**config.mk**
```make
export PLATFORM = sky130hd
export DESIGN_NAME = rv_core
export DESIGN_NICKNAME = d
export VERILOG_FILES = /design/src/rtl/rv_pkg.sv /design/src/rtl/rv_core.sv /design/src/rtl/hazard_unit.sv /design/src/rtl/alu.sv /design/src/rtl/inst_decoder.sv /design/src/rtl/reg_file.sv
export SDC_FILE = /design/constraint.sdc
export NUM_CORES = 2
export LEC_CHECK = 0
export ABC_AREA = 1
export BUFFER_PORTS_ARGS = -buffer_cell sky130_fd_sc_hd__buf_2
export CAP_MARGIN = 20
export CORE_MARGIN = 2
export CORE_UTILIZATION = 42
export CTS_BUF_LIST = sky130_fd_sc_hd__clkbuf_16
export DETAILED_ROUTE_END_ITERATION = 6
export MAX_ROUTING_LAYER = met4
export PLACE_DENSITY_LB_ADDON = 0.25
export SLEW_MARGIN = 10
export SYNTH_ARGS = -nofsm -noshare
export SYNTH_HDL_FRONTEND = slang
export SYNTH_SLANG_ARGS = --single-unit
```
**constraint.sdc**
```tcl
create_clock -name clk -period 12.7 [get_ports clk]
set_clock_uncertainty 0.1 [all_clocks]
set_input_delay 1.905 -clock clk [delete_from_list [all_inputs] [get_ports clk]]
set_output_delay 1.905 -clock clk [all_outputs]
set_load 0.05 [all_outputs]
```
**src/rtl/rv_pkg.sv**
```systemverilog
// Shared widths, opcodes and pipeline structs for the RV32I core
// Fixed to RV32I with word-only loads and stores
package rv_pkg;

  localparam int XLEN = 32;

  typedef logic [XLEN-1:0] word_t;  // Data, addresses and instructions
  typedef logic [4:0]      reg_idx_t;

  localparam word_t RESET_PC     = 32'h0000_0000;
  localparam word_t NOP_INSTR    = 32'h0000_0013;  // addi x0,x0,0
  localparam word_t EBREAK_INSTR = 32'h0010_0073;

  // Major opcodes
  localparam logic [6:0] OPC_LOAD   = 7'b000_0011;
  localparam logic [6:0] OPC_STORE  = 7'b010_0011;
  localparam logic [6:0] OPC_OP_IMM = 7'b001_0011;
  localparam logic [6:0] OPC_OP     = 7'b011_0011;
  localparam logic [6:0] OPC_LUI    = 7'b011_0111;
  localparam logic [6:0] OPC_AUIPC  = 7'b001_0111;
  localparam logic [6:0] OPC_BRANCH = 7'b110_0011;
  localparam logic [6:0] OPC_JAL    = 7'b110_1111;
  localparam logic [6:0] OPC_JALR   = 7'b110_0111;
  localparam logic [6:0] OPC_SYSTEM = 7'b111_0011;

  // Operand source in execute, picked while still in decode
  localparam logic [1:0] FWD_REG = 2'd0;  // Register file read
  localparam logic [1:0] FWD_MEM = 2'd1;  // Result sitting in memory stage
  localparam logic [1:0] FWD_WB  = 2'd2;  // Write-back value, load data included

  typedef enum logic [3:0] {
    ALU_ADD, ALU_SUB, ALU_SLL, ALU_SLT, ALU_SLTU,
    ALU_XOR, ALU_SRL, ALU_SRA, ALU_OR, ALU_AND
  } alu_op_e;

  typedef enum logic [1:0] {
    RES_ALU,    // ALU output
    RES_PC4,    // Link value
    RES_PCIMM,  // AUIPC
    RES_IMM     // LUI
  } result_sel_e;

  typedef struct packed {
    logic        valid;
    logic        reg_write;
    logic        mem_read;
    logic        mem_write;
    logic        is_branch;
    logic        is_jal;
    logic        is_jalr;
    logic        is_ebreak;
    logic        illegal;
    logic        use_imm;   // Second operand is the immediate
    logic        rs1_read;
    logic        rs2_read;
    alu_op_e     alu_op;
    result_sel_e result_sel;
    logic [2:0]  funct3;    // Branch condition
  } dec_ctrl_t;

  typedef struct packed {
    logic     valid;
    logic     reg_write;
    logic     mem_read;
    logic     mem_write;
    reg_idx_t rd;
    word_t    result;      // Also the data address
    word_t    store_data;
  } ex_mem_t;

  typedef struct packed {
    logic     valid;
    logic     reg_write;
    logic     mem_read;    // Take mem_rdata instead of result
    reg_idx_t rd;
    word_t    result;
  } mem_wb_t;

endpackage
```
**src/rtl/rv_core.sv**
```systemverilog
`timescale 1ns/1ps
// Five-stage RV32I pipeline, branches and jumps resolved in execute
// Fixed-latency memories, instruction word in decode and load data in write-back
// EBREAK or an illegal word freezes fetch, decode and execute until reset
module rv_core (
  input  logic          clk,
  input  logic          rst,
  output rv_pkg::word_t instr_addr,
  input  rv_pkg::word_t instr_data,
  output rv_pkg::word_t mem_addr,
  output rv_pkg::word_t mem_wdata,
  output logic          mem_read,
  output logic          mem_write,
  input  rv_pkg::word_t mem_rdata,
  output logic          halted,
  output logic          error
);

  rv_pkg::word_t     pc, fd_pc, d_instr, d_imm, d_rs1_data, d_rs2_data;
  logic              fd_valid;
  rv_pkg::dec_ctrl_t d_ctrl, de_ctrl;
  rv_pkg::reg_idx_t  d_rs1, d_rs2, d_rd, de_rd;
  logic [1:0]        d_fwd_rs1, d_fwd_rs2, de_fwd_rs1, de_fwd_rs2;
  logic              load_stall, flush, redirect, halt_now, hold, e_taken;
  rv_pkg::word_t     de_pc, de_imm, de_rs1_data, de_rs2_data;
  rv_pkg::word_t     e_rs1, e_rs2, e_alu_b, e_alu_res, e_pc_imm, e_result, e_target;
  rv_pkg::ex_mem_t   ex_mem;
  rv_pkg::mem_wb_t   mem_wb;
  rv_pkg::word_t     wb_data;

  function automatic rv_pkg::word_t fwd_pick(input logic [1:0] sel, input rv_pkg::word_t rf_val,
                                             input rv_pkg::word_t mem_val,
                                             input rv_pkg::word_t wb_val);
    case (sel)
      rv_pkg::FWD_MEM: fwd_pick = mem_val;
      rv_pkg::FWD_WB:  fwd_pick = wb_val;
      default:         fwd_pick = rf_val;
    endcase
  endfunction

  // Fetch
  assign halt_now = de_ctrl.valid && (de_ctrl.is_ebreak || de_ctrl.illegal);
  assign hold     = load_stall || halt_now;  // Front end keeps its word
  // Memory read is synchronous, so re-read the decode word while held
  assign instr_addr = hold ? fd_pc : pc;

  always_ff @(posedge clk) begin
    if (redirect) begin
      pc       <= e_target;
      fd_valid <= 1'b0;  // Wrong-path word turns into a bubble
    end else if (!hold) begin
      pc       <= pc + 32'd4;
      fd_valid <= 1'b1;
    end
    if (!hold)
      fd_pc <= pc;
    if (rst) begin
      pc       <= rv_pkg::RESET_PC;
      fd_valid <= 1'b0;
    end
  end

  // Decode
  assign d_instr = fd_valid ? instr_data : rv_pkg::NOP_INSTR;

  inst_decoder i_decoder (
    .instr(d_instr), .instr_valid(fd_valid), .ctrl(d_ctrl), .imm(d_imm),
    .rs1_idx(d_rs1), .rs2_idx(d_rs2), .rd_idx(d_rd)
  );

  reg_file i_regs (
    .clk(clk), .rs1_idx(d_rs1), .rs2_idx(d_rs2), .rd_idx(mem_wb.rd),
    .rd_we(mem_wb.valid && mem_wb.reg_write), .rd_data(wb_data),
    .rs1_data(d_rs1_data), .rs2_data(d_rs2_data)
  );

  hazard_unit i_hazard (
    .rs1_idx(d_rs1), .rs2_idx(d_rs2), .rs1_read(d_ctrl.rs1_read), .rs2_read(d_ctrl.rs2_read),
    .ex_rd(de_rd), .mem_rd(ex_mem.rd), .ex_reg_write(de_ctrl.reg_write),
    .ex_mem_read(de_ctrl.mem_read), .mem_reg_write(ex_mem.reg_write), .redirect(redirect),
    .fwd_rs1(d_fwd_rs1), .fwd_rs2(d_fwd_rs2), .load_stall(load_stall), .flush(flush)
  );

  // Decode to execute, frozen while a halt sits in execute
  always_ff @(posedge clk) begin
    if (!halt_now) begin
      if (flush)
        de_ctrl <= '0;
      else
        de_ctrl <= d_ctrl;
      de_pc       <= fd_pc;
      de_imm      <= d_imm;
      de_rd       <= d_rd;
      de_rs1_data <= d_rs1_data;
      de_rs2_data <= d_rs2_data;
      de_fwd_rs1  <= d_fwd_rs1;
      de_fwd_rs2  <= d_fwd_rs2;
    end
    if (rst)
      de_ctrl <= '0;
  end

  // Execute
  assign e_rs1   = fwd_pick(de_fwd_rs1, de_rs1_data, ex_mem.result, wb_data);
  assign e_rs2   = fwd_pick(de_fwd_rs2, de_rs2_data, ex_mem.result, wb_data);
  assign e_alu_b = de_ctrl.use_imm ? de_imm : e_rs2;

  alu i_alu (
    .op(de_ctrl.alu_op), .a(e_rs1), .b(e_alu_b), .funct3(de_ctrl.funct3),
    .result(e_alu_res), .branch_taken(e_taken)
  );

  assign e_pc_imm = de_pc + de_imm;  // Branch, JAL and AUIPC
  assign e_target = de_ctrl.is_jalr ? {e_alu_res[rv_pkg::XLEN-1:1], 1'b0} : e_pc_imm;
  assign redirect = de_ctrl.valid &&
                    (de_ctrl.is_jal || de_ctrl.is_jalr || (de_ctrl.is_branch && e_taken));

  always_comb begin
    case (de_ctrl.result_sel)
      rv_pkg::RES_PC4:   e_result = de_pc + 32'd4;
      rv_pkg::RES_PCIMM: e_result = e_pc_imm;
      rv_pkg::RES_IMM:   e_result = de_imm;
      default:           e_result = e_alu_res;
    endcase
  end

  always_ff @(posedge clk) begin
    ex_mem.valid      <= de_ctrl.valid && !halt_now;  // EBREAK stays in execute
    ex_mem.reg_write  <= de_ctrl.reg_write;
    ex_mem.mem_read   <= de_ctrl.mem_read;
    ex_mem.mem_write  <= de_ctrl.mem_write;
    ex_mem.rd         <= de_rd;
    ex_mem.result     <= e_result;
    ex_mem.store_data <= e_rs2;
    if (rst) begin
      ex_mem.valid     <= 1'b0;
      ex_mem.reg_write <= 1'b0;
      ex_mem.mem_read  <= 1'b0;
      ex_mem.mem_write <= 1'b0;
    end
  end

  // Memory
  assign mem_addr  = {ex_mem.result[rv_pkg::XLEN-1:2], 2'b00};  // Word aligned only
  assign mem_wdata = ex_mem.store_data;
  assign mem_read  = ex_mem.valid && ex_mem.mem_read;
  assign mem_write = ex_mem.valid && ex_mem.mem_write;

  always_ff @(posedge clk) begin
    mem_wb.valid     <= ex_mem.valid;
    mem_wb.reg_write <= ex_mem.reg_write;
    mem_wb.mem_read  <= ex_mem.mem_read;
    mem_wb.rd        <= ex_mem.rd;
    mem_wb.result    <= ex_mem.result;
    if (rst) begin
      mem_wb.valid     <= 1'b0;
      mem_wb.reg_write <= 1'b0;
      mem_wb.mem_read  <= 1'b0;
    end
  end

  // Write-back, load data arrives this cycle
  assign wb_data = mem_wb.mem_read ? mem_rdata : mem_wb.result;

  // Sticky status, one cycle after the stop reaches execute
  always_ff @(posedge clk) begin
    if (rst) begin
      halted <= 1'b0;
      error  <= 1'b0;
    end else begin
      if (halt_now && de_ctrl.is_ebreak)
        halted <= 1'b1;
      if (halt_now && de_ctrl.illegal)
        error <= 1'b1;
    end
  end

  a_one_strobe: assert property (@(posedge clk) disable iff (rst) !(mem_read && mem_write));
  // Older stores drain before the flag rises, nothing follows it
  a_quiet_stop: assert property (@(posedge clk) disable iff (rst)
    (halted || error) |-> !(mem_read || mem_write));
  // Decoder hands the ALU only operations it implements
  a_alu_op: assert property (@(posedge clk) disable iff (rst)
    de_ctrl.alu_op inside {[rv_pkg::ALU_ADD:rv_pkg::ALU_AND]});
  // Load moves on to memory, so a stall never repeats
  a_one_bubble: assert property (@(posedge clk) disable iff (rst) load_stall |=> !load_stall);

endmodule

```
**src/rtl/hazard_unit.sv**
```systemverilog
`timescale 1ns/1ps
// Decode-time hazard check, forwarding selects are registered by the core
// Producers are the instructions now in execute and in memory
module hazard_unit (
  input  rv_pkg::reg_idx_t rs1_idx,
  input  rv_pkg::reg_idx_t rs2_idx,
  input  logic             rs1_read,
  input  logic             rs2_read,
  input  rv_pkg::reg_idx_t ex_rd,
  input  rv_pkg::reg_idx_t mem_rd,
  input  logic             ex_reg_write,
  input  logic             ex_mem_read,
  input  logic             mem_reg_write,
  input  logic             redirect,
  output logic [1:0]       fwd_rs1,
  output logic [1:0]       fwd_rs2,
  output logic             load_stall,
  output logic             flush
);

  logic rs1_ex;
  logic rs2_ex;
  logic rs1_mem;
  logic rs2_mem;

  // reg_write is already low for x0 destinations
  assign rs1_ex  = rs1_read && ex_reg_write && (rs1_idx == ex_rd);
  assign rs2_ex  = rs2_read && ex_reg_write && (rs2_idx == ex_rd);
  assign rs1_mem = rs1_read && mem_reg_write && (rs1_idx == mem_rd);
  assign rs2_mem = rs2_read && mem_reg_write && (rs2_idx == mem_rd);

  // One stage later the execute producer sits in memory, the memory one in write-back
  assign fwd_rs1 = rs1_ex ? rv_pkg::FWD_MEM : (rs1_mem ? rv_pkg::FWD_WB : rv_pkg::FWD_REG);
  assign fwd_rs2 = rs2_ex ? rv_pkg::FWD_MEM : (rs2_mem ? rv_pkg::FWD_WB : rv_pkg::FWD_REG);

  assign load_stall = ex_mem_read && (rs1_ex || rs2_ex);  // Load data not back yet
  assign flush      = redirect || load_stall;             // Bubble into execute

endmodule

```
**src/rtl/alu.sv**
```systemverilog
`timescale 1ns/1ps
// RV32I integer ALU plus branch condition
// Branch compare reuses the subtractor, so branches should carry ALU_SUB
// Shift amount is b[4:0]
module alu (
  input  rv_pkg::alu_op_e op,
  input  rv_pkg::word_t   a,
  input  rv_pkg::word_t   b,
  input  logic [2:0]      funct3,
  output rv_pkg::word_t   result,
  output logic            branch_taken
);

  logic [rv_pkg::XLEN:0] diff;  // Extra bit holds the borrow
  logic [4:0]            shamt;
  logic                  eq;
  logic                  lt_s;
  logic                  lt_u;

  assign diff  = {1'b0, a} - {1'b0, b};
  assign shamt = b[4:0];
  assign eq    = (diff[rv_pkg::XLEN-1:0] == '0);
  assign lt_u  = diff[rv_pkg::XLEN];  // Borrow out
  // Sign bits differ, so a is smaller exactly when it is negative
  assign lt_s  = (a[rv_pkg::XLEN-1] != b[rv_pkg::XLEN-1]) ? a[rv_pkg::XLEN-1]
                                                          : diff[rv_pkg::XLEN-1];

  always_comb begin
    case (op)
      rv_pkg::ALU_ADD:  result = a + b;
      rv_pkg::ALU_SUB:  result = diff[rv_pkg::XLEN-1:0];
      rv_pkg::ALU_SLL:  result = a << shamt;
      rv_pkg::ALU_SLT:  result = {{(rv_pkg::XLEN-1){1'b0}}, lt_s};
      rv_pkg::ALU_SLTU: result = {{(rv_pkg::XLEN-1){1'b0}}, lt_u};
      rv_pkg::ALU_XOR:  result = a ^ b;
      rv_pkg::ALU_SRL:  result = a >> shamt;
      rv_pkg::ALU_SRA:  result = rv_pkg::word_t'($signed(a) >>> shamt);
      rv_pkg::ALU_OR:   result = a | b;
      rv_pkg::ALU_AND:  result = a & b;
      default:          result = '0;
    endcase
  end

  // BEQ BNE BLT BGE BLTU BGEU
  always_comb begin
    case (funct3)
      3'b000:  branch_taken = eq;
      3'b001:  branch_taken = !eq;
      3'b100:  branch_taken = lt_s;
      3'b101:  branch_taken = !lt_s;
      3'b110:  branch_taken = lt_u;
      3'b111:  branch_taken = !lt_u;
      default: branch_taken = 1'b0;
    endcase
  end

endmodule

```
**src/rtl/inst_decoder.sv**
```systemverilog
`timescale 1ns/1ps
// Combinational decode of one RV32I word
// LW and SW are the only memory forms; byte/half, CSR, ECALL and FENCE are illegal
// An illegal word keeps only its illegal flag
module inst_decoder (
  input  rv_pkg::word_t     instr,
  input  logic              instr_valid,
  output rv_pkg::dec_ctrl_t ctrl,
  output rv_pkg::word_t     imm,
  output rv_pkg::reg_idx_t  rs1_idx,
  output rv_pkg::reg_idx_t  rs2_idx,
  output rv_pkg::reg_idx_t  rd_idx
);

  logic [6:0] opcode;
  logic [2:0] funct3;
  logic [6:0] funct7;
  logic       alt;  // funct7 asks for SUB or SRA

  assign opcode  = instr[6:0];
  assign funct3  = instr[14:12];
  assign funct7  = instr[31:25];
  assign rd_idx  = instr[11:7];
  assign rs1_idx = instr[19:15];
  assign rs2_idx = instr[24:20];
  assign alt     = (funct7 == 7'b010_0000);

  function automatic rv_pkg::alu_op_e arith_op(input logic [2:0] f3, input logic sub_sra);
    case (f3)
      3'b000:  arith_op = sub_sra ? rv_pkg::ALU_SUB : rv_pkg::ALU_ADD;
      3'b001:  arith_op = rv_pkg::ALU_SLL;
      3'b010:  arith_op = rv_pkg::ALU_SLT;
      3'b011:  arith_op = rv_pkg::ALU_SLTU;
      3'b100:  arith_op = rv_pkg::ALU_XOR;
      3'b101:  arith_op = sub_sra ? rv_pkg::ALU_SRA : rv_pkg::ALU_SRL;
      3'b110:  arith_op = rv_pkg::ALU_OR;
      default: arith_op = rv_pkg::ALU_AND;
    endcase
  endfunction

  always_comb begin
    case (opcode)
      rv_pkg::OPC_STORE:  imm = {{21{instr[31]}}, instr[30:25], instr[11:7]};
      rv_pkg::OPC_BRANCH: imm = {{20{instr[31]}}, instr[7], instr[30:25], instr[11:8], 1'b0};
      rv_pkg::OPC_LUI,
      rv_pkg::OPC_AUIPC:  imm = {instr[31:12], 12'b0};
      rv_pkg::OPC_JAL:    imm = {{12{instr[31]}}, instr[19:12], instr[20], instr[30:21], 1'b0};
      default:            imm = {{21{instr[31]}}, instr[30:20]};  // I-type
    endcase
  end

  always_comb begin
    ctrl        = '0;
    ctrl.funct3 = funct3;
    case (opcode)
      rv_pkg::OPC_OP_IMM: begin
        ctrl.reg_write = 1'b1;
        ctrl.rs1_read  = 1'b1;
        ctrl.use_imm   = 1'b1;
        ctrl.alu_op    = arith_op(funct3, funct3 == 3'b101 && alt);  // No SUBI
        if (funct3 == 3'b001)
          ctrl.illegal = (funct7 != 7'b0);
        else if (funct3 == 3'b101)
          ctrl.illegal = (funct7 != 7'b0) && !alt;
      end
      rv_pkg::OPC_OP: begin
        ctrl.reg_write = 1'b1;
        ctrl.rs1_read  = 1'b1;
        ctrl.rs2_read  = 1'b1;
        ctrl.alu_op    = arith_op(funct3, alt);
        ctrl.illegal   = (funct7 != 7'b0) && !(alt && (funct3 == 3'b000 || funct3 == 3'b101));
      end
      rv_pkg::OPC_LUI: begin
        ctrl.reg_write  = 1'b1;
        ctrl.result_sel = rv_pkg::RES_IMM;
      end
      rv_pkg::OPC_AUIPC: begin
        ctrl.reg_write  = 1'b1;
        ctrl.result_sel = rv_pkg::RES_PCIMM;
      end
      rv_pkg::OPC_JAL: begin
        ctrl.reg_write  = 1'b1;
        ctrl.is_jal     = 1'b1;
        ctrl.result_sel = rv_pkg::RES_PC4;
      end
      rv_pkg::OPC_JALR: begin
        ctrl.reg_write  = 1'b1;
        ctrl.is_jalr    = 1'b1;
        ctrl.rs1_read   = 1'b1;
        ctrl.use_imm    = 1'b1;  // Target from the ALU adder
        ctrl.result_sel = rv_pkg::RES_PC4;
        ctrl.illegal    = (funct3 != 3'b000);
      end
      rv_pkg::OPC_BRANCH: begin
        ctrl.is_branch = 1'b1;
        ctrl.rs1_read  = 1'b1;
        ctrl.rs2_read  = 1'b1;
        ctrl.alu_op    = rv_pkg::ALU_SUB;
        ctrl.illegal   = (funct3[2:1] == 2'b01);  // 010 and 011 unused
      end
      rv_pkg::OPC_LOAD: begin
        ctrl.reg_write = 1'b1;
        ctrl.mem_read  = 1'b1;
        ctrl.rs1_read  = 1'b1;
        ctrl.use_imm   = 1'b1;
        ctrl.illegal   = (funct3 != 3'b010);  // LW only
      end
      rv_pkg::OPC_STORE: begin
        ctrl.mem_write = 1'b1;
        ctrl.rs1_read  = 1'b1;
        ctrl.rs2_read  = 1'b1;
        ctrl.use_imm   = 1'b1;
        ctrl.illegal   = (funct3 != 3'b010);  // SW only
      end
      rv_pkg::OPC_SYSTEM: begin
        ctrl.is_ebreak = (instr == rv_pkg::EBREAK_INSTR);
        ctrl.illegal   = (instr != rv_pkg::EBREAK_INSTR);
      end
      default: ctrl.illegal = 1'b1;
    endcase
    if (ctrl.illegal) begin
      ctrl         = '0;
      ctrl.illegal = 1'b1;
    end
    if (rd_idx == '0)
      ctrl.reg_write = 1'b0;  // Writes to x0 vanish here
    if (!instr_valid)
      ctrl = '0;              // Bubble
    else
      ctrl.valid = 1'b1;
  end

endmodule

```
**src/rtl/reg_file.sv**
```systemverilog
`timescale 1ns/1ps
// 31 general registers, x0 always reads zero
// Contents are undefined until first written
// A read of the register written in the same cycle returns the new value
module reg_file (
  input  logic             clk,
  input  rv_pkg::reg_idx_t rs1_idx,
  input  rv_pkg::reg_idx_t rs2_idx,
  input  rv_pkg::reg_idx_t rd_idx,
  input  logic             rd_we,
  input  rv_pkg::word_t    rd_data,
  output rv_pkg::word_t    rs1_data,
  output rv_pkg::word_t    rs2_data
);

  rv_pkg::word_t regs [1:31];  // No storage for x0

  always_ff @(posedge clk) begin
    if (rd_we && rd_idx != '0)
      regs[rd_idx] <= rd_data;
  end

  // Write-through so decode sees the write-back value
  assign rs1_data = (rs1_idx == '0)                  ? '0 :
                    (rd_we && rd_idx == rs1_idx)     ? rd_data :
                                                       regs[rs1_idx];
  assign rs2_data = (rs2_idx == '0)                  ? '0 :
                    (rd_we && rd_idx == rs2_idx)     ? rd_data :
                                                       regs[rs2_idx];

endmodule

```
==> qor.csv <==
stage,metric,value,unit
route,routed vias/inst,6.24,
yosys,register area share after synthesis,50.2,%
clock_network,TritonCTS Sinks,1328,
setup_path,Arrival @ worst endpoint,6370,ps
route,Final ANT Viol Nets,0,
placed_design,Post-DP Area,78100,um2
die,Die ar.,183000,um2
route,via count,71000,
yosys,Seq cells post-synth,1328,
setup_path,worst reg2reg startpoint,de_fwd_rs2[1],
timing,Hold Slack,265,ps
yosys,Synth warnings,0,
timing,Max Freq,119,MHz
global_route,first-pass GRT wire length,478000,um
power_and_ir_drop,PwrDens,172,nW/um2
status,status,"complete, no violations",
clock_network,clk_lat worst skew,850,ps
route,First DRT Iteration DRCs,9768,
global_route,largest net degree at the start of global routing,207,
die,Initial Util,42.3,%
yosys,area fraction of the dominant cell type after synthesis,44.9,%
timing,fin. max-slew vios,0,
global_route,vias in the first global route,66000,
route,final WL,339000,um
clock_network,Hold Buf Count CTS,0,
timing,Setup TNS Final,0,ps
setup_path,Worst Setup EP,instr_addr[15],
setup_path,CP Class,input port to output pin,
yosys,post-synthesis mux area share,0.0265,%
clock_network,post-cts sizing count,0,
power_and_ir_drop,VDD IR-drop max,0.116,mV
global_route,initial antenna violation count,10,
setup_path,CP Launch Type,input port,
yosys,combinational family with the most area after synthesis,compound AO/OA/AOI/OAI gates,
setup_path,critical path cell sequence,buf_2 > nand2_8 > nor2_4 > buf_4 > inv_2 > nor2_1 > nand3_1 > nor2_1 > nand4_1 > nand2_1 > nand3_1 > nor2_4 > nand4_1 > nand2_1 > a21oi_4 > buf_4 > inv_4 > nand2_1 > o21ai_1 > buf_2,
route,DR WL/cell,29.8,um
yosys,Async SR Flop Fraction,0,%
final_layout,# fillers,17300,
timing,pin slew with the least headroom to its limit,1140,ps
yosys,Synth Area in XOR/XNOR,0.894,%
clock_network,CTS tree,yes,
setup_path,Worst EP required,10690,ps
final_layout,nets,9094,
placed_design,Buffers on Ports,163,
final_layout,layout cell share with drive strength beyond 1,8.50,%
run,Max-Cap Viols,0,
die,Die W,428,um
yosys,Post-synth EDFFs,1129,
clock_network,H-tree depth,4,
clock_network,clk slew on worst S/H paths,60,ps
timing,minimum clock period,8380,ps
global_route,total global routing track utilization,37.2,%
setup_path,WP depth,20,
yosys,Main synth FF type,edfxtp_1,
die,I/O pins,166,
yosys,average cell area after synthesis,8.35,um2
route,drt first pass iters,6,
setup_path,"setup slack, reg-to-reg",5280,ps
timing,RSZ-0062 raised after global routing,false,
route,DRC Markers,0,
timing,Tcrit/Tclk final,66.0,%
yosys,Synth Area in Compound Gates,19.9,%
hold_path,Hold Path Origin,ex_mem[65],
setup_path,FF-to-FF End,pc[28],
die,Site Rows,155,
setup_path,crit path from,instr_data[20],
yosys,Synth Area in Adders,2.36,%
yosys,Mapped Area,75400,um2
setup_path,CP max stage delay,670,ps
setup_path,Buf/Inv on CP,6,
setup_path,reg2reg path depth,34,
yosys,Post-synth top cells,"nand2_1, o21ai_0, edfxtp_1, nor2_1, a21oi_1",
timing,Slew HR,23.4,%
yosys,simple-gate share of the synthesized area,19.0,%
clock_network,setup bufs post-CTS,0,
setup_path,Worst Path Max Fanout,91,
timing,final setup violation count,0,
yosys,Synth area leader,edfxtp_1,
yosys,Syn Inst Count,9029,
yosys,Yosys cell types,70,
timing,PnR worst setup slack,4320,ps
power_and_ir_drop,Leakage,31.3,nW
yosys,most numerous cell in the Yosys netlist,nand2_1,
global_route,grt total ovfl,0,
die,core footprint,178000,um2
setup_path,CP endpoint kind,output pin,
power_and_ir_drop,Total Power,14.2,mW
hold_path,worst hold path class,flip-flop to flip-flop,
final_layout,fin area,83000,um2
die,Die H,428,um
clock_network,Num CTS Buffers,150,
setup_path,Crit path max-delay family,buffers and inverters,
setup_path,slowest CP cell,inv_4,
yosys,Area contributors post-synth,"edfxtp_1, nand2_1, o21ai_0, dfxtp_1, a21oi_1",
placed_design,post-detail-place hpwl,221000,um
clock_network,clk buf depth,3,
clock_network,clk root buf,clkbuf_16,
placed_design,gp weighted congestion,1.03,
placed_design,dpl ws,4420,ps
setup_path,crit-path most repeated cell,nand2_1,
timing,Final Hold Vio Count,0,
final_layout,area added between synthesis and finish,10.1,%
==> how the worst min path moves through the flow <==
stage / slack [ps] / cells past startpoint / to
2_1_floorplan: 250 / 0 / mem_wb[0]
3_3_place_gp: 290 / 0 / mem_wb[33]
4_1_cts: 270 / 0 / mem_wb[33]
5_1_grt: 280 / 0 / mem_wb[33]
3_5_place_dp: 290 / 0 / mem_wb[35]
6_report: 270 / 0 / mem_wb[33]
==> where the power goes <==
| group | leakage [nW] | switching, mW | internal (mW) |
|---|---|---|---|
| Sequential | 12.1 | 0.298 | 5.41 |
| Combinational | 16.8 | 3.28 | 0.910 |
| Clock | 2.49 | 1.92 | 2.42 |
| Total | 31.3 | 5.50 | 8.74 |
==> worst register-to-register path: cells and delay by family, from the launching register on <==
| kind | cells | cell delay, ps |
|---|---|---|
| AOI/OAI and AO/OA | 4 | 880 |
| and+or+nand+nor | 20 | 2520 |
| buffers and inverters | 7 | 1780 |
| adders and majority gates | 3 | 1550 |
| DFF | 1 | 450 |
==> metrics by stage <==
stage               utilization, %  cells
floorplan                        -   9030
global placement              43.8  11100
detailed placement            43.8  11100
CTS                           46.5  11400
global route                  46.5  11400
finish                        46.5  11400
==> state kept, by name (all words and copies together), names as in the netlist <==
name	cells
error	1
fd_pc	32
mem_wb	40
de_fwd_rs1	2
de_fwd_rs2	2
mem_addr	30
de_rd	5
de_rs1_data	32
de_ctrl	19
ex_mem	11
de_pc	32
i_regs.regs	992
mem_wdata	32
de_imm	32
halted	1
de_rs2_data	32
fd_valid	1
pc	32
==> final cells by class <==
type | instances | area, um2 | area share (%)
Antenna cell | 13 | 32.5 | 0.0392
Clock buffer | 154 | 3850 | 4.64
Clock inverter | 115 | 986 | 1.19
Inverter | 714 | 2710 | 3.26
Multi-Input combinational cell | 6334 | 32200 | 38.8
Sequential cell | 1328 | 37900 | 45.6
Tap cell | 2355 | 2950 | 3.55
Timing Repair Buffer | 360 | 2370 | 2.85
==> logic make-up after synthesis <==
| logic type | count (synthesis) |
|---|---|
| XOR/XNOR | 77 |
| other | 1 |
| multiplexers | 2 |
| buffers and inverters | 1368 |
| flip-flops | 1328 |
| AND/OR/NAND/NOR | 3447 |
| AO/OA/AOI/OAI | 2666 |
| adder cells (fa/ha/maj) | 140 |
==> cells in the final DEF (no fill, tap or decap), types with 14 or more instances in the layout <==
master	Yosys	routed
o211ai_1	69	69
nor3_1	33	32
nand4_1	147	147
o2111ai_1	25	25
clkinv_1	7	36
clkbuf_16	0	154
a311oi_1	14	14
nand3_1	503	501
inv_1	672	699
nor2_2	23	26
nor2_4	3	36
ha_1	136	136
nor2_1	844	808
a22oi_1	35	35
xor2_1	64	64
edfxtp_1	1129	1129
o221ai_1	115	115
clkinv_2	0	26
nand2_1	1816	1807
a21oi_1	703	703
a31oi_1	77	77
a311o_1	18	18
dfxtp_1	199	197
o21ai_0	1283	1278
a221oi_1	36	36
o21ai_2	21	27
buf_2	95	164
o22ai_1	63	63
o311ai_0	16	16
o21ai_1	107	105
inv_2	34	35
buf_4	84	189
a211oi_1	17	17
nor4_1	18	18
==> metal layers <==
| metal | global-route usage (%) | share of wire, % | vias up |
|---|---|---|---|
| li1 | - | - | 31300 |
| met1 | 46.2 | 37 | 34100 |
| met2 | 56.9 | 45 | 4627 |
| met3 | 6.02 | 9.8 | 977 |
| met4 | 22.6 | 7.3 | 0 |
| met5 | - | 0 | - |
(Power assumes the default switching activity.)
